--- src/hw/video_pkg.sv ---
/*
 * Video subsystem constants
 * Screen geometry, tile map layout, graphics ROM format,
 * palette format, pipeline depths and CPU bus widths
 */

`default_nettype none

package video_pkg;

    // Screen geometry in pixel clocks and lines
    localparam int H_TOTAL  = 64;
    localparam int H_ACTIVE = 48;
    localparam int V_TOTAL  = 40;
    localparam int V_ACTIVE = 32;
    localparam int HS_START = 52;
    localparam int HS_LEN   = 4;
    localparam int VS_START = 34;
    localparam int VS_LEN   = 2;

    // Tile map, 16 by 8 tiles of 8 by 8 pixels
    localparam int TILE_SIZE     = 8;
    localparam int MAP_COLS      = 16;
    localparam int MAP_ROWS      = 8;
    localparam int MAP_AW        = 7;
    localparam int SCROLL_H_ADDR = 128;
    localparam int SCROLL_V_ADDR = 129;
    localparam int TILE_W        = $clog2(TILE_SIZE);
    localparam int MAP_XW        = $clog2(MAP_COLS * TILE_SIZE);
    localparam int MAP_YW        = $clog2(MAP_ROWS * TILE_SIZE);

    // Graphics ROM, one word per tile row
    localparam int ROM_AW = 11;
    localparam int ROM_DW = 32;

    // Layer pixels and palette
    localparam int PXL_W  = 8;
    localparam int PAL_AW = 9;
    localparam int PAL_DW = 12;

    // Pipeline depths in pixel clocks
    localparam int LAYER_LAT = 3;
    localparam int MIX_LAT   = 1;

    // CPU bus and control word bits
    localparam int CPU_AW        = 11;
    localparam int CPU_DW        = 16;
    localparam int CTRL_PRIO_BIT = 0;
    localparam int CTRL_EN0_BIT  = 1;
    localparam int CTRL_EN1_BIT  = 2;

endpackage

`default_nettype wire
--- src/hw/video_timing.sv ---
/*
 * Video timing generator
 * Divides the clock by two for the pixel enable, runs the
 * horizontal and vertical beam counters and decodes the
 * blanking and sync levels as registered outputs
 */

`timescale 1ns/1ps
`default_nettype none

module video_timing import video_pkg::*; (
    input  wire logic       clk,
    input  wire logic       rst_n,
    output logic            pxl_cen,
    output logic [8:0]      hdump,
    output logic [8:0]      vdump,
    output logic            lhbl,
    output logic            lvbl,
    output logic            hs,
    output logic            vs
);

    logic [8:0] h_next;
    logic [8:0] v_next;

    // Counter values after the coming pixel step
    always_comb begin
        h_next = (hdump == H_TOTAL - 1) ? 9'd0 : hdump + 9'd1;
        v_next = vdump;
        if (hdump == H_TOTAL - 1) begin
            v_next = (vdump == V_TOTAL - 1) ? 9'd0 : vdump + 9'd1;
        end
    end

    always_ff @(posedge clk or negedge rst_n) begin
        if (!rst_n) begin
            pxl_cen <= 1'b0;
        end else begin
            pxl_cen <= ~pxl_cen;
        end
    end

    // Levels are decoded from the next counts so they stay aligned with hdump
    always_ff @(posedge clk or negedge rst_n) begin
        if (!rst_n) begin
            hdump <= 9'd0;
            vdump <= 9'd0;
            lhbl  <= 1'b1;
            lvbl  <= 1'b1;
            hs    <= 1'b0;
            vs    <= 1'b0;
        end else if (pxl_cen) begin
            hdump <= h_next;
            vdump <= v_next;
            // Horizontal blank also covers the lines of vertical blank
            lhbl  <= (h_next < H_ACTIVE) && (v_next < V_ACTIVE);
            lvbl  <= v_next < V_ACTIVE;
            hs    <= (h_next >= HS_START) && (h_next < HS_START + HS_LEN);
            vs    <= (v_next >= VS_START) && (v_next < VS_START + VS_LEN);
        end
    end

    a_counters_in_range: assert property (
        @(posedge clk) disable iff (!rst_n)
        (hdump < H_TOTAL) && (vdump < V_TOTAL)
    );

endmodule

`default_nettype wire

--- config.mk ---
export PLATFORM = sky130hd
export DESIGN_NAME = video_timing
export DESIGN_NICKNAME = d
export VERILOG_FILES = /design/src/hw/video_pkg.sv /design/src/hw/video_timing.sv
export SDC_FILE = /design/constraint.sdc
export NUM_CORES = 1
export LEC_CHECK = 0
export BUFFER_PORTS_ARGS = -buffer_cell sky130_fd_sc_hd__buf_2
export CORE_MARGIN = 1
export CORE_UTILIZATION = 57
export CTS_BUF_LIST = sky130_fd_sc_hd__clkbuf_8
export DETAILED_ROUTE_END_ITERATION = 16
export GPL_ROUTABILITY_DRIVEN = 0
export PLACE_DENSITY = 0.81
export SKIP_CTS_REPAIR_TIMING = 1
export SLEW_MARGIN = 40
export SYNTH_ARGS = -nofsm -noshare
export SYNTH_HDL_FRONTEND = slang
export SYNTH_SLANG_ARGS = --single-unit
--- constraint.sdc ---
create_clock -name clk -period 2.3 [get_ports clk]
set_input_delay 0.115 -clock clk [delete_from_list [all_inputs] [get_ports clk]]
set_output_delay 0.115 -clock clk [all_outputs]
set_load 0.005 [all_outputs]
## After elaboration in Yosys (flattened, before gate mapping)

Cells that the tools add are included.
W data, S select, Z words.

- $add $sub $neg: 2
- Reduce and logical (&&, ||, !) cells: 3
- Equal/unequal tests: 2
- Magnitude comparators: 6
- Mux-type cells: 3
- Bitwise operators: 1

Operators by type and width:

| operator | number |
|---|---|
| $lt A9 B6 Y1 const B | 4 |
| $mux W9 | 3 |
| $add A9 B1 Y9 const B | 2 |
| $eq A9 B6 Y1 const B | 2 |
| $ge A9 B6 Y1 const B | 2 |
| $logic_and A1 B1 Y1 | 3 |
| $not A1 Y1 | 1 |

- Flip-flop bits (word level): 23
- Output and inout bits: 23

## Logic depth before layout (Yosys ltp)

Gate-level depths: netlist (run 1).

- Depth in word-level cells: 5
- Mapped depth: 7

## Worst setup path before layout (run 1)

Ideal clock, no wire load.

- Path type: register -> register
- Start: register hdump[0]
- End: register vs
- Buffers on the path: 1
- Data arrival time: 1.756 ns
- Stages on the path, launching flop included: 8
- Data required time: 2.205 ns
- Setup slack: 0.449 ns
- Cells stage by stage: dfrtp_1 > ha_1 > and4_1 > and2_4 > buf_8 > nand2_1 > a221o_1 > o32ai_2

- Longest elaborated chain between the ends: 4
- Elaborated cells on any way between the ends: 5

RTL lines:

| element | line | RTL |
|---|---|---|
| start, declared | video_timing.sv:15 | `output logic [8:0] hdump,` |
| start signal, assigned | video_timing.sv:53 | `hdump <= h_next;` |
| $eq A9 B6 Y1 (*) | video_timing.sv:30 | `if (hdump == H_TOTAL - 1) begin` |
| $mux W9 (*) | video_timing.sv:30 |  |
| $ge A9 B6 Y1 or $lt A9 B6 Y1 (tied branches) | video_timing.sv:59 | `vs <= (v_next >= VS_START) && (v_next < VS_START + VS_LEN);` |
| $logic_and A1 B1 Y1 (*) | video_timing.sv:59 |  |
| end signal, assigned | video_timing.sv:59 |  |
| end, declared | video_timing.sv:20 | `output logic vs` |

Every way passes the cells marked *; elsewhere a longest branch is shown, timed or not.
A chain may end at the register's enable or synchronous reset.

## Final worst setup path (run 1)

- Start: register vdump[1]
- End: register lhbl

- Longest elaborated chain between the ends: 5
- Elaborated cells on any way between the ends: 6

RTL lines:

| element | line | RTL |
|---|---|---|
| start, declared | video_timing.sv:16 | `output logic [8:0] vdump,` |
| start signal, assigned | video_timing.sv:54 | `vdump <= v_next;` |
| $add A9 B1 Y9 or $eq A9 B6 Y1 (tied branches) | video_timing.sv:31 | `v_next = (vdump == V_TOTAL - 1) ? 9'd0 : vdump + 9'd1;` |
| $mux W9 | video_timing.sv:31 |  |
| $mux W9 (*) | video_timing.sv:30 |  |
| $lt A9 B6 Y1 (*) | video_timing.sv:56 | `lhbl <= (h_next < H_ACTIVE) && (v_next < V_ACTIVE);` |
| $logic_and A1 B1 Y1 (*) | video_timing.sv:56 |  |
| end signal, assigned | video_timing.sv:56 |  |
| end, declared | video_timing.sv:17 | `output logic lhbl,` |

Marked as above.

==> out/results.tsv, run 1 <==
stage	metric	value	unit
critical_path	Worst EP required	2.47	ns
run	max-cap check violation count	0	
power	Worst VDD drop	0.0002472	V
finish	area grow syn2layout	13.60	%
die	height of the die	52.03	um
die	I/O pin count	25	
placement	total placed cells including tap cells	201	
sta	Final Hold Viols	0	
placement	placed cell area	1550	sq um
cts	Clock Sink Count	23	
die	die footprint	2707	sq um
critical_path	CP peak stage delay	0.44	ns
cts	clk root buf	clkbuf_8	
critical_path	arrival time at the worst endpoint	2.30	ns
synth	syn avg cell area	9.202	sq um
critical_path	Buffers & Inverters on Critical Path	0	
sta	fin. max-slew vios	0	
synth	Cell variety after synth	48	
detailed_routing	drt wl/cell	14.77	um
global_routing	number of antenna violations at the first check in global routing	0	
critical_path	slowest stage cell, crit path	dfrtp_1	
power	power density over cell area	409.7	nW/um^2
synth	cell count after synthesis	155	
cts	H-tree Lvls	1	
finish	footprint of the multi-input gates	794.5	sq um
synth	Synth Area in XOR/XNOR	6.140	%
sta	final setup fails	0	
sta	f_max	469.9	MHz
die	Core ar.	2276	sq um
detailed_routing	final wirelength	3057	um
critical_path	CP Class	register to register	
detailed_routing	Routed Antenna Nets	0	
critical_path	Cell Chain, Critical Path	ha_1 -> nand3_1 -> nor4_4 -> or2_2 -> a31oi_1 -> o32ai_2	
critical_path	Setup crit end kind	register	
synth	Post-synth ARST share	100.0	%
global_routing	GR Util All Layers	25.92	%
synth	number of synthesized register bits	23	
detailed_routing	vias post-DR	1243	
detailed_routing	drt first-iter violations	40	
critical_path	Worst setup SP type	register	
synth	Compound-Gate Fraction of Synth Area	17.37	%
synth	post-synth top area share	36.84	%
detailed_routing	vias per cell	6.005	
power	leakage power	0.7017	nW
global_routing	global-route wire length before repair	5147	um
critical_path	delay-heaviest family, CP	simple AND/OR/NAND/NOR gates	
sta	normalized max-slew margin	66.79	%
detailed_routing	DRC viols	0	
sta	Tightest Pin Transition	0.4981	ns
cts	CTS clk-pin slew, worst paths	0.09	ns
synth	top cells by area in the synthesized netlist	dfrtp_1 (37%), nand2_1 (6.6%), xnor2_1 (5.5%), nand3_1 (3.9%), dfstp_2 (3.7%)	
die	Row Count	17	
finish	non-filler instance count after layout	207	
finish	n_diodes	0	
sta	RSZ-0062 raised after global routing	false	
synth	register area share after synthesis	40.53	%
finish	FILL cells	181	
outcome	status	finished, final reports clean	
synth	cell type with the largest total area after synthesis	dfrtp_1	
synth	Post-synth EDFFs	0	
synth	largest family of logic cells by synthesized area	simple AND/OR/NAND/NOR gates	
sta	setup TNS	0	ns
cts	Num CTS Buffers	3	
cts	Clock Latency Late Sink	0.27	ns
die	chip width	52.03	um
critical_path	crit path max fanout	7	
synth	syn_nets	159	
finish	Layout Nets	184	
sta	fin crit share	92.53	%
sta	clock skew	0.01215	ns
global_routing	largest net degree at the start of global routing	24	
global_routing	vias in the first global route	1101	
placement	Port Buffers	24	
finish	FF/Latch Area	578.1	sq um
worst_hold_path	Worst Hold Class	input port to asynchronous set/reset pin	
die	Initial Utilization	62.67	%
synth	simple-gate share of the synthesized area	26.32	%
synth	Synth Cell Area	1426	sq um
cts	Clock Tree Buf Depth	2	
global_routing	total grt overflow	0	
placement	DP Wirelength	2191	um
synth	YS warnings	0	
synth	Synth Area in Adders	1.754	%
finish	fin area	1620	sq um
cts	CTS tree	built	
sta	fin crit period	2.128	ns
synth	Top FF cell, synth	dfrtp_1	
synth	post-synthesis mux area share	3.596	%
detailed_routing	drt pass-1 iters	4	
finish	layout cell share with drive strength beyond 1	25.14	%
-- per-stage QoR --
step / hold slack [ns] / setup slack, ns / utilization (%) / power (mW)
6_report: 0.3329 / 0.1719 / 71.19 / 0.6638
4_1_cts: -0.1777 / 0.1076 / 70.09 / 0.6647
5_1_grt: 0.4042 / 0.03061 / 71.19 / 0.6828
3_5_place_dp: 0.1107 / 0.1665 / 68.11 / 0.4207
2_1_floorplan: -0.1806 / 0.4486 / - / 0.4122
3_3_place_gp: 0.1018 / 0.3590 / 68.11 / 0.4203
-- kinds of logic after synthesis --
group	after synthesis
AND/OR/NAND/NOR	70
AO/OA/AOI/OAI	33
flip-flops	23
buffers and inverters	12
XOR/XNOR	10
multiplexers	5
adder cells (fa/ha/maj)	2
-- registers in the layout, indices dropped and copies added (netlist names) --
name	flops
pxl_cen	1
vs	1
hdump	9
vdump	9
lvbl	1
hs	1
lhbl	1
-- layer usage --
metal,track usage (%),vias up,share of wire (%)
li1,-,612,-
met1,34.77,590,48
met2,42.31,36,47
met3,2.632,5,3.8
met4,10.81,0,1.5
met5,0,-,0
-- area by class of cell --
cell class	count	area share [%]
clock buffer	3	2.548
clock inverter	1	0.2317
inverter	4	0.9266
multi-input combinational	120	49.03
sequential	23	35.68
tap	28	2.162
timing repair buffer	28	9.421
-- worst paths after layout --
kind	from	to	slack [ns]	depth (start not counted)
worst max register to register	vdump[1]	lhbl	0.17	6
max in group asynchronous	rst_n	lhbl	1.60	2
min in group clk	lvbl	lvbl	0.49	1
worst max-delay path	vdump[1]	lhbl	0.17	6
worst min-delay path	rst_n	vdump[8]	0.33	2
worst min register to register	lvbl	lvbl	0.49	1
-- power breakdown --
group / leakage [nW] / switching (mW) / internal, mW
registers: 0.300 / 0 / 0.404
logic: 0.375 / 0.00747 / 0.00171
clock network: 0.0269 / 0.131 / 0.119
-- worst register-to-register path: stages (launching register included) --
cell and delay, ns:
dfrtp_1 0.44, ha_1 0.29, nand3_1 0.22, nor4_4 0.43, or2_2 0.20, a31oi_1 0.13, o32ai_2 0.31
-- layout by cell type (no fill, tap or decap), types with 2 or more instances in the layout --
| cell | count |
|---|---|
| dfstp_2 | 2 |
| buf_2 | 24 |
| or2_1 | 2 |
| o211ai_1 | 3 |
| nand3_1 | 11 |
| nor2_1 | 10 |
| mux2i_1 | 4 |
| a31oi_1 | 3 |
| nand4_1 | 2 |
| clkbuf_8 | 3 |
| and2_1 | 2 |
| or2_2 | 2 |
| inv_1 | 4 |
| dfrtp_1 | 21 |
| ha_1 | 2 |
| a21oi_1 | 3 |
| o32ai_2 | 2 |
| buf_4 | 3 |
| o21ai_0 | 8 |
| nand2_1 | 25 |
| nor3_1 | 6 |
| o2bb2ai_1 | 2 |
| o31ai_1 | 2 |
| xnor2_1 | 9 |
-- cells in the mapped netlist (all sizes together), types with 2 or more instances --
cell	instances
nand2	25
dfrtp	21
nand3	11
nor2	10
xnor2	9
o21ai	8
nor3	6
buf	5
mux2i	4
or2	4
a21oi	3
a31oi	3
and2	3
clkbuf	3
inv	3
o211ai	3
and3	2
dfstp	2
ha	2
nand4	2
o2bb2ai	2
o31ai	2
o32ai	2
Power figures use the tool's default switching activity.
==> run 2, diff against run 1 <==
Settings changed: HOLD_SLACK_MARGIN from default to 0.12.
Clock period 2.3 ns to 1.96 ns, I/O delays scaled along.
==> run 2 against run 1 <==
Net effect: combinational power rose by 20%; count of clock-buffer cells in the layout did not move; largest cell class unchanged; sequential share of layout area decreased by 3.6 points; clock skew is 0.0088 ns lower; critical path type unchanged; register-to-register slack got worse by 0.13 ns; critical endpoint is now vs; wire length grew 31%; via count is 17% higher; clock power grew 20%.
==> out/results.tsv, run 2 (synthesis gave the netlist of run 1 again) <==
stage	metric	value	unit	change
placement	DP Wirelength	2536	um	+16%
finish	n_diodes	0		unchanged
critical_path	Worst EP required	2.15	ns	-0.32 ns
power	Net Sw Frac	21.46	%	+0.58 points
global_routing	GR Util All Layers	30.93	%	+5.0 points
detailed_routing	Routed Antenna Nets	0		unchanged
critical_path	CP Class	register to register		
cts	H-tree Lvls	1		unchanged
finish	area grow syn2layout	26.32	%	
finish	final core occ	79.16	%	+8.0 points
power	Comb pwr share	1.4	%	about the same
cts	Clock Tree Buf Depth	2		unchanged
critical_path	CP peak stage delay	0.44	ns	about the same
critical_path	arrival time at the worst endpoint	2.11	ns	-0.19 ns
critical_path	Buffers & Inverters on Critical Path	1		+1
finish	FILL cells	133		-27%
global_routing	global-route wire length before repair	5878	um	+14%
detailed_routing	drt pass-1 iters	4		unchanged
finish	FF/Latch Area	578.1	sq um	unchanged
power	power density over cell area	435.8	nW/um^2	+6.4%
detailed_routing	DRC viols	0		unchanged
power	Final Total Pwr	0.7851	mW	+18%
global_routing	total grt overflow	0		unchanged
cts	Clock Latency Late Sink	0.27	ns	about the same
finish	layout cell share with drive strength beyond 1	36.18	%	+11 points
sta	Hold Slack	0.3190	ns	-0.01393 ns
placement	Port Buffers	24		unchanged
finish	non-filler instance count after layout	227		+9.7%
die	I/O pin count	25		unchanged
sta	Tightest Pin Transition	0.5106	ns	+0.01252 ns
sta	fin crit period	1.921	ns	-0.2072 ns
global_routing	largest net degree at the start of global routing	24		unchanged
cts	CTS tree	built		
finish	top flop regs	hdump: 9 flops, vdump: 9 flops		
detailed_routing	drt wl/cell	17.58	um	+19%
global_routing	number of antenna violations at the first check in global routing	0		unchanged
sta	Final Hold Viols	0		unchanged
worst_hold_path	Worst Hold Class	input port to asynchronous set/reset pin		
placement	placed cell area	1670	sq um	+7.7%
power	Worst VDD drop	0.0004827	V	+95%
power	clock power share	38.2	%	+0.5 points
die	Row Count	17		unchanged
detailed_routing	drt first-iter violations	111		+180%
critical_path	Cell Chain, Critical Path	or2_4 -> nor4_4 -> buf_4 -> a311oi_1 -> a221o_1 -> o32ai_2		
critical_path	slowest stage cell, crit path	dfrtp_1		
placement	total placed cells including tap cells	217		+8.0%
sta	final setup fails	0		unchanged
finish	Layout Nets	204		+11%
die	die footprint	2707	sq um	unchanged
critical_path	Setup crit end kind	register		
power	Reg power frac	60.4	%	-0.5 points
critical_path	Worst setup SP type	register		
finish	fin area	1802	sq um	+11%
critical_path	crit path max fanout	6		-1
sta	normalized max-slew margin	65.96	%	-0.83 points
die	chip width	52.03	um	unchanged
finish	commonest non-fill, non-tap cells in the layout	nand2_1 (24), buf_2 (24), buf_4 (23)		
die	height of the die	52.03	um	unchanged
sta	fin. max-slew vios	0		unchanged
detailed_routing	final wirelength	3990	um	+31%
run	max-cap check violation count	0		unchanged
power	net switching power	0.1685	mW	+22%
power	Int Pwr	0.6167	mW	+17%
cts	Num CTS Buffers	3		unchanged
global_routing	vias in the first global route	1234		+12%
detailed_routing	vias post-DR	1449		+17%
cts	clk root buf	clkbuf_8		
die	Core ar.	2276	sq um	unchanged
cts	CTS clk-pin slew, worst paths	0.08	ns	about the same
sta	fin crit share	98.00	%	+5.5 points
detailed_routing	vias per cell	6.383		+6.3%
cts	Clock Sink Count	23		unchanged
outcome	status	finished, final reports clean		
sta	f_max	520.6	MHz	+11%
critical_path	delay-heaviest family, CP	compound AO/OA/AOI/OAI gates		
sta	clock skew	0.003326	ns	-0.008823 ns
power	leakage power	0.8050	nW	+15%
finish	footprint of the multi-input gates	825.8	sq um	+3.9%
die	Initial Utilization	62.67	%	unchanged
==> run 2: power by group through the flow <==
stage                     Clock, mW  Sequential, mW  Combinational [mW]
after detailed placement          0           0.484              0.0103
after CTS                     0.302           0.474              0.0103
after global routing          0.322           0.474              0.0135
final                         0.300           0.474              0.0110
after global placement            0           0.484              0.0100
after floorplan                   0           0.484         0.000000263
==> run 2: worst register-to-register path, cell delays in order, from the launching register on <==
cell and delay [ns]:
dfrtp_1 0.44, or2_4 0.31, nor4_4 0.26, buf_4 0.19
a311oi_1 0.06, a221o_1 0.38, o32ai_2 0.20
==> run 2: worst paths after layout <==
path / cells past startpoint / startpoint / slack (ns) / endpoint
min reg2reg: 1 / lvbl / 0.48 / lvbl
max in group asynchronous: 2 / rst_n / 1.28 / lhbl
max reg2reg: 6 / vdump[8] / 0.04 / vs
min: 2 / rst_n / 0.32 / pxl_cen
max: 6 / vdump[8] / 0.04 / vs
min in group clk: 1 / lvbl / 0.48 / lvbl
==> run 2: cell type report <==
type	instances	share of cell area, %
multi-input combinational	120	45.83
sequential	23	32.08
timing repair buffer	48	16.81
clock buffer	3	2.292
tap	28	1.944
inverter	4	0.8333
clock inverter	1	0.2083
==> run 2: per-stage QoR <==
stage / setup WS, ns / TNS, ns
floorplan: 0.1086 / 0
global placement: 0.1397 / 0
detailed placement: 0.05967 / 0
CTS: -0.01872 / -0.02642
global route: -0.005661 / -0.005661
finish: 0.03911 / 0
==> run 2: metal layers <==
layer / track usage (%) / wire (um)
met1: 40.49 / 1593
met2: 46.15 / 1835
met3: 5.263 / 343
met4: 21.17 / 217
met5: 0 / 0
