--- config.mk ---
export PLATFORM = sky130hd
export DESIGN_NAME = tile_layer
export DESIGN_NICKNAME = d
export VERILOG_FILES = /design/src/hw/video_pkg.sv /design/src/hw/tile_layer.sv
export SDC_FILE = /design/constraint.sdc
export NUM_CORES = 1
export LEC_CHECK = 0
export BUFFER_PORTS_ARGS = -buffer_cell sky130_fd_sc_hd__buf_2
export CAP_MARGIN = 5
export CORE_ASPECT_RATIO = 2
export CORE_MARGIN = 2
export CORE_UTILIZATION = 40
export DETAILED_ROUTE_END_ITERATION = 16
export HOLD_SLACK_MARGIN = 0.02
export PLACE_DENSITY = 0.64
export SYNTH_ARGS = -nofsm -noshare
export SYNTH_HDL_FRONTEND = slang
export SYNTH_SLANG_ARGS = --single-unit
--- constraint.sdc ---
create_clock -name clk -period 8.5 [get_ports clk]
set_input_delay 0.425 -clock clk [delete_from_list [all_inputs] [get_ports clk]]
set_output_delay 0.425 -clock clk [all_outputs]
set_load 0.03 [all_outputs]
--- src/hw/video_pkg.sv ---
/*
 * Video subsystem constants
 * Screen geometry, tile map layout, graphics ROM format,
 * palette format, pipeline depths and CPU bus widths
 */

`default_nettype none

package video_pkg;

    // Screen geometry in pixel clocks and lines
    localparam int H_TOTAL  = 64;
    localparam int H_ACTIVE = 48;
    localparam int V_TOTAL  = 40;
    localparam int V_ACTIVE = 32;
    localparam int HS_START = 52;
    localparam int HS_LEN   = 4;
    localparam int VS_START = 34;
    localparam int VS_LEN   = 2;

    // Tile map, 16 by 8 tiles of 8 by 8 pixels
    localparam int TILE_SIZE     = 8;
    localparam int MAP_COLS      = 16;
    localparam int MAP_ROWS      = 8;
    localparam int MAP_AW        = 7;
    localparam int SCROLL_H_ADDR = 128;
    localparam int SCROLL_V_ADDR = 129;
    localparam int TILE_W        = $clog2(TILE_SIZE);
    localparam int MAP_XW        = $clog2(MAP_COLS * TILE_SIZE);
    localparam int MAP_YW        = $clog2(MAP_ROWS * TILE_SIZE);

    // Graphics ROM, one word per tile row
    localparam int ROM_AW = 11;
    localparam int ROM_DW = 32;

    // Layer pixels and palette
    localparam int PXL_W  = 8;
    localparam int PAL_AW = 9;
    localparam int PAL_DW = 12;

    // Pipeline depths in pixel clocks
    localparam int LAYER_LAT = 3;
    localparam int MIX_LAT   = 1;

    // CPU bus and control word bits
    localparam int CPU_AW        = 11;
    localparam int CPU_DW        = 16;
    localparam int CTRL_PRIO_BIT = 0;
    localparam int CTRL_EN0_BIT  = 1;
    localparam int CTRL_EN1_BIT  = 2;

endpackage

`default_nettype wire
--- src/hw/tile_layer.sv ---
/*
 * Scrolling tile layer
 * Holds the tile map and the scroll registers, fetches tile
 * rows from an external graphics ROM and outputs one pixel
 * per pixel clock, three pixel clocks after the beam position
 */

`timescale 1ns/1ps
`default_nettype none

module tile_layer import video_pkg::*; (
    input  wire logic              clk,
    input  wire logic              rst_n,
    input  wire logic              pxl_cen,
    input  wire logic [8:0]        hdump,
    input  wire logic [8:0]        vdump,
    input  wire logic              layer_cs,
    input  wire logic              cpu_we,
    input  wire logic [CPU_AW-1:0] cpu_addr,
    input  wire logic [CPU_DW-1:0] cpu_dout,
    input  wire logic [ROM_DW-1:0] rom_data,
    output logic      [ROM_AW-1:0] rom_addr,
    output logic      [PXL_W-1:0]  pxl
);

    logic [CPU_DW-1:0] map_mem [2**MAP_AW];

    logic [MAP_XW-1:0] scroll_h;
    logic [MAP_YW-1:0] scroll_v;
    logic [MAP_XW-1:0] pos_x;
    logic [MAP_YW-1:0] pos_y;
    logic [MAP_AW-1:0] map_rd_addr;

    // Stage 1 holds the map entry and the position inside the tile
    logic [CPU_DW-1:0] map_q;
    logic [TILE_W-1:0] row_1;
    logic [TILE_W-1:0] col_1;

    // Stage 2 runs alongside the ROM fetch
    logic [3:0]        pal_2;
    logic [TILE_W-1:0] col_2;

    logic [3:0]        nibble;

    // Map starts cleared as loaded into block RAM
    initial begin
        for (int i = 0; i < 2**MAP_AW; i++) begin
            map_mem[i] = '0;
        end
    end

    always_ff @(posedge clk) begin
        if (layer_cs && cpu_we && (cpu_addr < SCROLL_H_ADDR)) begin
            map_mem[cpu_addr[MAP_AW-1:0]] <= cpu_dout;
        end
    end

    always_ff @(posedge clk or negedge rst_n) begin
        if (!rst_n) begin
            scroll_h <= '0;
            scroll_v <= '0;
        end else if (layer_cs && cpu_we) begin
            if (cpu_addr == SCROLL_H_ADDR) begin
                scroll_h <= cpu_dout[MAP_XW-1:0];
            end
            if (cpu_addr == SCROLL_V_ADDR) begin
                scroll_v <= cpu_dout[MAP_YW-1:0];
            end
        end
    end

    // Wraps at the map size through the counter widths
    assign pos_x       = hdump[MAP_XW-1:0] + scroll_h;
    assign pos_y       = vdump[MAP_YW-1:0] + scroll_v;
    assign map_rd_addr = {pos_y[MAP_YW-1:TILE_W], pos_x[MAP_XW-1:TILE_W]};

    always_ff @(posedge clk or negedge rst_n) begin
        if (!rst_n) begin
            map_q <= '0;
            row_1 <= '0;
            col_1 <= '0;
            pal_2 <= '0;
            col_2 <= '0;
        end else if (pxl_cen) begin
            map_q <= map_mem[map_rd_addr];
            row_1 <= pos_y[TILE_W-1:0];
            col_1 <= pos_x[TILE_W-1:0];
            pal_2 <= map_q[11:8];
            col_2 <= col_1;
        end
    end

    // Leftmost pixel sits in the top nibble
    assign nibble = rom_data[(ROM_DW/4 - 1 - col_2) * 4 +: 4];

    always_ff @(posedge clk or negedge rst_n) begin
        if (!rst_n) begin
            rom_addr <= '0;
            pxl      <= '0;
        end else if (pxl_cen) begin
            rom_addr <= {map_q[7:0], row_1};
            // ROM word arrived one clock after the address
            pxl      <= {pal_2, nibble};
        end
    end

    a_rom_addr_known: assert property (
        @(posedge clk) disable iff (!rst_n)
        !$isunknown(rom_addr)
    );

endmodule

`default_nettype wire

# Word-level counts from Yosys, hierarchy flattened
# Memories as Yosys holds them, arrays and structs flattened. A register that Yosys moved wholly into a read port is not among the register bits.
# Index checks and enable logic that the tools add are counted.
# op_classes
n_addsub,3
n_lt_le_gt_ge,1
eq_ne,2
shift,1
mux,2
n_reduce_logical,5
# op_table
operator,n
32-bit by 33-bit indexed part select with 4-bit output,1
11-bit by 8-bit equality test with 1-bit output (second input constant),2
11-bit by 8-bit < comparator with 1-bit output (second input constant),1
7-bit adder,1
6-bit adder,1
2-bit AND reduction,2
3-bit by 3-bit subtractor with 4-bit output (first input constant),1
1-bit logical AND,2
1-bit 2-to-1 mux,2
1-bit zero test,1
# totals
reg_bits,45
ram_bits,2048
out_inout_bits,19
mem_count,1
# mem_list
name,depth,width,rd,rd_clocked_by_memory_dff,write_ports,line,source
map_mem,128,16,1,1,1,tile_layer.sv:26,logic [CPU_DW-1:0] map_mem [2**MAP_AW];

# Depth between registers and ports, before layout
# Gate-level depths: netlist (run 1).
# logic_depth
word_depth,4
mapped_depth,17

# Worst setup path before layout (run 1)
# Ideal clock, no wire load.
# synth_timing
path_kind,input -> register
start,input port hdump[0]
end,register map_q[11] (read register of map_mem)
arrival_time_ns,3.368
required_time_ns,8.369
slack_ns,5.000
cell_stages,14
n_path_buf,4
cell_sequence,ha_1 > fa_1 > a211o_1 > and3_1 > buf_2 > nor2_4 > buf_2 > buf_2 > clkbuf_1 > mux4_2 > nand3_1 > nand2_1 > nor4b_1 > nor3_1
# synth_via
elab_chain_cells,1
# synth_rtl
element,line,source
start: declaration,tile_layer.sv:15,"input wire logic [8:0] hdump,"
7-bit adder,tile_layer.sv:73,assign pos_x = hdump[MAP_XW-1:0] + scroll_h;
end: declaration,tile_layer.sv:35,logic [CPU_DW-1:0] map_q;
# Every way passes these cells.
# A chain may end at the register's enable or synchronous reset.

# Worst setup path after layout (run 1)
# layout_timing
start,register scroll_h[2]
end,register map_q[6] (read register of map_mem)
# layout_via
elab_chain_cells,1
# layout_rtl
element,line,source
start: declaration,tile_layer.sv:28,logic [MAP_XW-1:0] scroll_h;
start signal: assignment,tile_layer.sv:64,scroll_h <= cpu_dout[MAP_XW-1:0];
7-bit adder,tile_layer.sv:73,
# Every way passes these cells.

==> results.md, run 1 <==
* Leak at 22.1 nW
* Core Box Area at 155,000 um^2
* MaxCap Viol Count at 0
* Most common cell in the synthesized netlist: edfxtp_1
* Dpl hpwl at 91,600 um
* Share of flip-flops with an asynchronous set or reset at 3.58%
* Die area at 159,000 um^2
* IO buf count at 91
* #FFs+latches synth at 1,593
* Synth Flop Type: edfxtp_1
* Post-synthesis average cell area at 19.1 um^2
* Root Driver: clkbuf_16
* Cell internal pwr at 12.6 mW
* Synth cell types at 67
* Clock Power Share at 40.3%
* Pwr Density at 229 nW/um^2
* Hold_buf cts at 3
* Initial Util at 40.1%
* Antenna Violating Nets Remaining at 0
* Worst slew margin at 11.6%
* Sequential power share at 54.1%
* DR WL met3 at 13,700 um
* Met2 routed WL at 76,100 um
* Pin count of the biggest net entering global routing at 124
* DR top layer: met5
* Share of the yosys chip area belonging to registers at 76.2%
* Die width at 283 um
* Crit path kind: reg2reg
* Fin crit period at 5.40 ns
* Postcts setup bufs at 0
* Peak supply drop at 0.207 mV
* Pre-CTS setup slack at 2.93 ns
* Least-Margin Pin Slew at 1.32 ns
* Overall Global Routing Usage at 19.5%
* Max-slew violations at 0
* Net Sw Frac at 21.4%
* Maximum root-to-sink buffer count at 3
* Yosys warns at 0
* First-pass GRT wire length at 228,000 um
* Wirelength per Cell at 27.9 um
* Outcome: finished clean
* Routability cong. at 0.874
* Crit share post-route at 63.5%
* Critical Path, Cell by Cell: ha_1, or2_2, a21oi_2, or2_4, buf_4, mux4_2, a22oi_1, nand3_1, nor4b_1, nor3_1
* TritonCTS buffer count at 145
* Via Count at 32,796
* Detailed Routing Iterations Pass 1 at 8
* Setup crit end kind: flop
* # nets final at 3,518
* Insertion delay to the later sink of the worst-skew pair at 0.75 ns
* Synth top area share at 73.9%
* Initial antenna violation count at 5
* Vias in the first global route at 32,421
* Syn nets at 3,359
* Share of cells above drive strength 1 at 22.4%
* Grt total ovfl at 0
* CP max-delay cell: nor4b_1
* Final Hold Viols at 0
* DRC at 0
* Clk_skew at 0.0170 ns
* Post-Route WL at 157,000 um
* Synth area leader: edfxtp_1
* Post-synthesis cell count at 3,264
* CTS tree: done
* Clk pin slew, worst setup/hold paths at 0.06 ns
* Number of synthesized flops with an enable pin at 1,536
* Total clock sinks at 1,593
* Avg Vias per Cell at 5.85
* CP max FO at 35
* Crit path launch type: flop
* Final setup fails at 0
* Starting DRT DRC Count at 4,037
* Final WS setup at 3.10 ns
* # IOs at 101
* Hold Crit Class: in2reg
* Synth area leaders: edfxtp_1, mux4_2, dfrtp_1, nand2_1, nand3_1
* CP Data Arrival Time at 5.99 ns
* Area grow syn2layout at 12.4%
* Row count at 205
* Max Clk Rate at 0.185 GHz
* Setup TNS at 0 ns
* Die Y at 562 um
* Unrepaired setup endpoints after global routing: false
* Proportion of power drawn by combinational gates at 5.6%
* Worst Path Required at 9.09 ns
* # resized after CTS at 0
* H-tree depth at 4
* Most frequent cells after synthesis: edfxtp_1, mux4_2, nand2_1
* Crit-path max cell delay at 1.06 ns
* NetSw at 3.44 mW
* Met1 wire length at 61,600 um
* Synthesized area at 62,400 um^2
==> final cells by class <==
cell class | count | area (um^2)
Sequential cell | 1593 | 47600
Timing Repair Buffer | 190 | 1310
Clock inverter | 79 | 668
Fill cell | 13220 | 85400
Multi-Input combinational cell | 1471 | 13900
Clock buffer | 183 | 4030
Antenna cell | 2 | 5.00
Tap cell | 2070 | 2590
Inverter | 22 | 82.6
==> stage by stage <==
step	total power, mW	std cells	hold slack, ns	utilization [%]	cell area (um^2)
5_1_grt	16.5	5608	0.0994	45.1	70100
2_1_floorplan	9.34	3264	0.129	-	62400
3_3_place_gp	9.73	5336	0.484	42.0	65300
4_1_cts	16.1	5603	0.0788	45.1	70000
3_5_place_dp	9.75	5338	0.492	42.0	65300
6_report	16.1	5610	0.115	45.1	70100
==> flip-flops by register name, summed over array words and instances, names as in the netlist <==
signal    cells
rom_addr     11
map_q        12
row_1         3
scroll_h      7
map_mem    1536
col_2         3
pal_2         4
col_1         3
scroll_v      6
pxl           8
==> logic make-up (layout without fill, tap and decap cells) <==
logic type	Yosys count	count (layout)	synth area share, %
flops	1593	1593	76.2
xor+xnor	8	8	0.112
buf+inv	200	474	1.69
other cells	0	2	0
mux	407	407	12.9
fa+ha+maj	13	13	0.285
simple gates	752	752	5.44
compound gates	291	291	3.39
==> metal layers <==
layer,vias to the layer above,GRT usage [%]
met5,-,0
met4,8,6.08
met3,259,3.49
met2,1673,31.6
met1,17230,27.0
li1,13626,-
==> critical path: cells and delay by family, from the launching register on <==
kind	cells	cell delay (ns)
adder cells (fa/ha/maj)	1	0.33
multiplexers	1	0.58
flip-flops	1	0.38
AO/OA/AOI/OAI	2	0.75
AND/OR/NAND/NOR	5	2.55
buffers and inverters	1	0.61
==> power groups by stage <==
stage	registers (mW)	logic, mW	clock network (mW)
after floorplan	8.87	0.470	0
after global placement	8.85	0.880	0
after detailed placement	8.85	0.898	0
after CTS	8.68	0.900	6.57
after global routing	8.68	0.949	6.87
final	8.68	0.897	6.48
==> cells in the final DEF, fill, tap and decap left out, types with 37 or more instances in the layout <==
cell type	synthesis	routed
a22oi_1	49	49
a21oi_1	66	66
mux2_2	61	61
buf_2	69	79
clkbuf_16	0	156
nor2_1	159	157
dfrtp_1	57	57
mux4_2	309	309
nand2_1	283	277
buf_4	20	99
edfxtp_1	1536	1536
nand3_1	187	187
mux2i_1	37	37
==> path summary, 6_finish.rpt <==
| kind | start | end | slack (ns) | depth (start not counted) |
|---|---|---|---|---|
| min in group asynchronous | rst_n | pal_2[1] | 0.37 | 3 |
| hold reg to reg | map_q[4] | rom_addr[7] | 0.50 | 1 |
| setup / recovery | scroll_h[2] | map_q[6] | 3.10 | 10 |
| hold / removal | vdump[1] | row_1[1] | 0.11 | 3 |
| setup reg to reg | scroll_h[2] | map_q[6] | 3.10 | 10 |
| max in group asynchronous | rst_n | col_2[1] | 7.61 | 3 |
No activity file was read; power rests on OpenSTA's default activity.
==> inputs of run 2 (changes only) <==
clock period = 5.5 ns   (was 8.5 ns; I/O delays follow)
==> run 2 against run 1 <==
Against the previous run: clock power up 54%; power up 55%; design area up 0.77%; sequential cell count unchanged; largest power group unchanged.
==> results.md, run 2 (synthesis results as in run 1) <==
* Outcome: finished clean (unchanged)
* Crit share post-route at 88.6% (was 63.5%)
* TritonCTS buffer count at 146 (was 145)
* Avg Vias per Cell at 5.77 (was 5.85)
* # IOs at 101 (unchanged)
* Antenna Violating Nets Remaining at 0 (unchanged)
* Final Hold Viols at 0 (unchanged)
* Die area at 159,000 um^2 (unchanged)
* Leading cell type in the layout, fill and taps excluded: edfxtp_1 (unchanged)
* Hold_buf cts at 20 (was 3)
* Clock Power Share at 40.1% (was 40.3%)
* Worst slew margin at 11.9% (was 11.6%)
* Fin crit period at 4.87 ns (was 5.40 ns)
* Crit-path max cell delay at 0.90 ns (was 1.06 ns)
* Via Count at 32,704 (was 32,796)
* Die Y at 562 um (unchanged)
* CTS tree: done (unchanged)
* CP max-delay cell: a2111oi_0 (was nor4b_1)
* Core Box Area at 155,000 um^2 (unchanged)
* Initial Util at 40.1% (unchanged)
* Maximum root-to-sink buffer count at 3 (unchanged)
* CP max FO at 34 (was 35)
* NetSw at 5.40 mW (was 3.44 mW)
* Setup crit end kind: flop (unchanged)
* Starting DRT DRC Count at 4,218 (was 4,037)
* Final setup fails at 0 (unchanged)
* Area grow syn2layout at 13.2% (was 12.4%)
* Most frequent CP cell: buf_4
* CP Data Arrival Time at 5.56 ns (was 5.99 ns)
* Filler cells at 13,202 (was 13,220)
* Wirelength per Cell at 27.7 um (was 27.9 um)
* Setup TNS at 0 ns (unchanged)
* Worst Path Required at 6.19 ns (was 9.09 ns)
* Final Power at 24.8 mW (was 16.1 mW)
* Largest register FFs at 1,536 (unchanged)
* Proportion of power drawn by combinational gates at 5.8% (was 5.6%)
* Grt total ovfl at 0 (unchanged)
* # nets final at 3,578 (was 3,518)
* Post-Route WL at 157,000 um (about the same)
* # resized after CTS at 0 (unchanged)
* IO buf count at 91 (unchanged)
* Insertion delay to the later sink of the worst-skew pair at 0.77 ns (was 0.75 ns)
* Leak at 22.4 nW (was 22.1 nW)
* Max Clk Rate at 0.205 GHz (was 0.185 GHz)
* Least-Margin Pin Slew at 1.32 ns (about the same)
* Crit path launch type: flop (unchanged)
* Commonest cells after routing, fill and taps aside: edfxtp_1, mux4_2, nand2_1 (unchanged)
* Vias in the first global route at 32,569 (was 32,421)
* Dpl hpwl at 94,600 um (was 91,600 um)
* Routability cong. at 0.877 (was 0.874)
* Net Sw Frac at 21.8% (was 21.4%)
* Crit path kind: reg2reg (unchanged)
* Share of cells above drive strength 1 at 23.2% (was 22.4%)
* Pin count of the biggest net entering global routing at 82 (was 124)
* Multi-input gate area at 13,800 um^2 (was 13,900 um^2)
* First-pass GRT wire length at 228,000 um (about the same)
* Detailed Routing Iterations Pass 1 at 6 (was 8)
* MaxCap Viol Count at 0 (unchanged)
* Total clock sinks at 1,593 (unchanged)
* Hold_ws at 0.0725 ns (was 0.115 ns)
* Cell internal pwr at 19.4 mW (was 12.6 mW)
* Peak supply drop at 0.342 mV (was 0.207 mV)
* Initial antenna violation count at 6 (was 5)
* Root Driver: clkbuf_16 (unchanged)
* Unrepaired setup endpoints after global routing: false (unchanged)
* Overall Global Routing Usage at 19.5% (about the same)
* Register Area at 47,600 um^2 (unchanged)
* Sequential power share at 54.1% (about the same)
* Row count at 205 (unchanged)
* Hold Crit Class: in2reg (unchanged)
* Critical Path, Cell by Cell: ha_1, fa_1, a211o_1, and3_1, buf_4, nor2_4, buf_12, buf_4, mux4_2, o221ai_1, a2111oi_0, a211oi_1, buf_4, nor3_1 (was ha_1, or2_2, a21oi_2, or2_4, buf_4, mux4_2, a22oi_1, nand3_1, nor4b_1, nor3_1)
* Pwr Density at 351 nW/um^2 (was 229 nW/um^2)
* Die width at 283 um (unchanged)
* Postcts setup bufs at 0 (unchanged)
* DRC at 0 (unchanged)
* Clk pin slew, worst setup/hold paths at 0.06 ns (about the same)
* Max-slew violations at 0 (unchanged)
* H-tree depth at 4 (unchanged)
* Clk_skew at 0.0236 ns (was 0.0170 ns)
## run 2: final cells by class
cell class	instances	area share, %
timing repair buffer	249	2.72
clock inverter	75	0.927
sequential	1593	67.3
clock buffer	188	5.64
multi-input combinational	1471	19.6
antenna	2	0.00709
tap	2070	3.67
inverter	22	0.117
## run 2: through the flow
stage / setup slack (ns) / instances / area [um^2] / utilization [%]
6_report: 0.629 / 5670 / 70600 / 45.4
5_1_grt: 0.627 / 5669 / 70600 / 45.4
3_3_place_gp: 0.670 / 5379 / 65700 / 42.3
3_5_place_dp: 0.716 / 5379 / 65700 / 42.3
2_1_floorplan: 2.08 / 3264 / 62400 / -
4_1_cts: 0.697 / 5662 / 70600 / 45.4
## run 2: worst paths after layout
kind                       cells past startpoint             end   startpoint  slack (ns)
setup / recovery                              14        map_q[1]  scroll_h[0]        0.63
hold / removal                                 1  map_mem[44][9]  cpu_dout[9]        0.07
setup reg to reg                              14        map_q[1]  scroll_h[0]        0.63
hold reg to reg                                1     rom_addr[8]     map_q[5]        0.50
max in group asynchronous                      3        col_2[0]        rst_n        4.74
min in group asynchronous                      3        pal_2[1]        rst_n        0.22
## run 2: power groups by stage
| stage | Clock (mW) | Sequential [mW] | Combinational [mW] |
|---|---|---|---|
| global placement | 0 | 13.7 | 1.40 |
| detailed placement | 0 | 13.7 | 1.43 |
| finish | 9.95 | 13.4 | 1.45 |
| CTS | 10.1 | 13.4 | 1.45 |
| floorplan | 0 | 13.7 | 0.726 |
| global route | 10.5 | 13.4 | 1.52 |
## run 2: metal layers
metal / share of wire, % / wire (um) / track usage (%)
met4: 3.2 / 4960 / 6.47
met1: 40 / 62700 / 26.8
met3: 8.6 / 13600 / 3.70
met2: 48 / 75700 / 31.5
met5: 0.040 / 63 / 0
## run 2: worst max-delay path: cells and delay by family (launching register included)
kind	cells	cell delay [ns]
compound gates	4	1.75
fa+ha+maj	2	0.63
buf+inv	4	1.02
flops	1	0.38
mux	1	0.21
simple gates	3	0.77
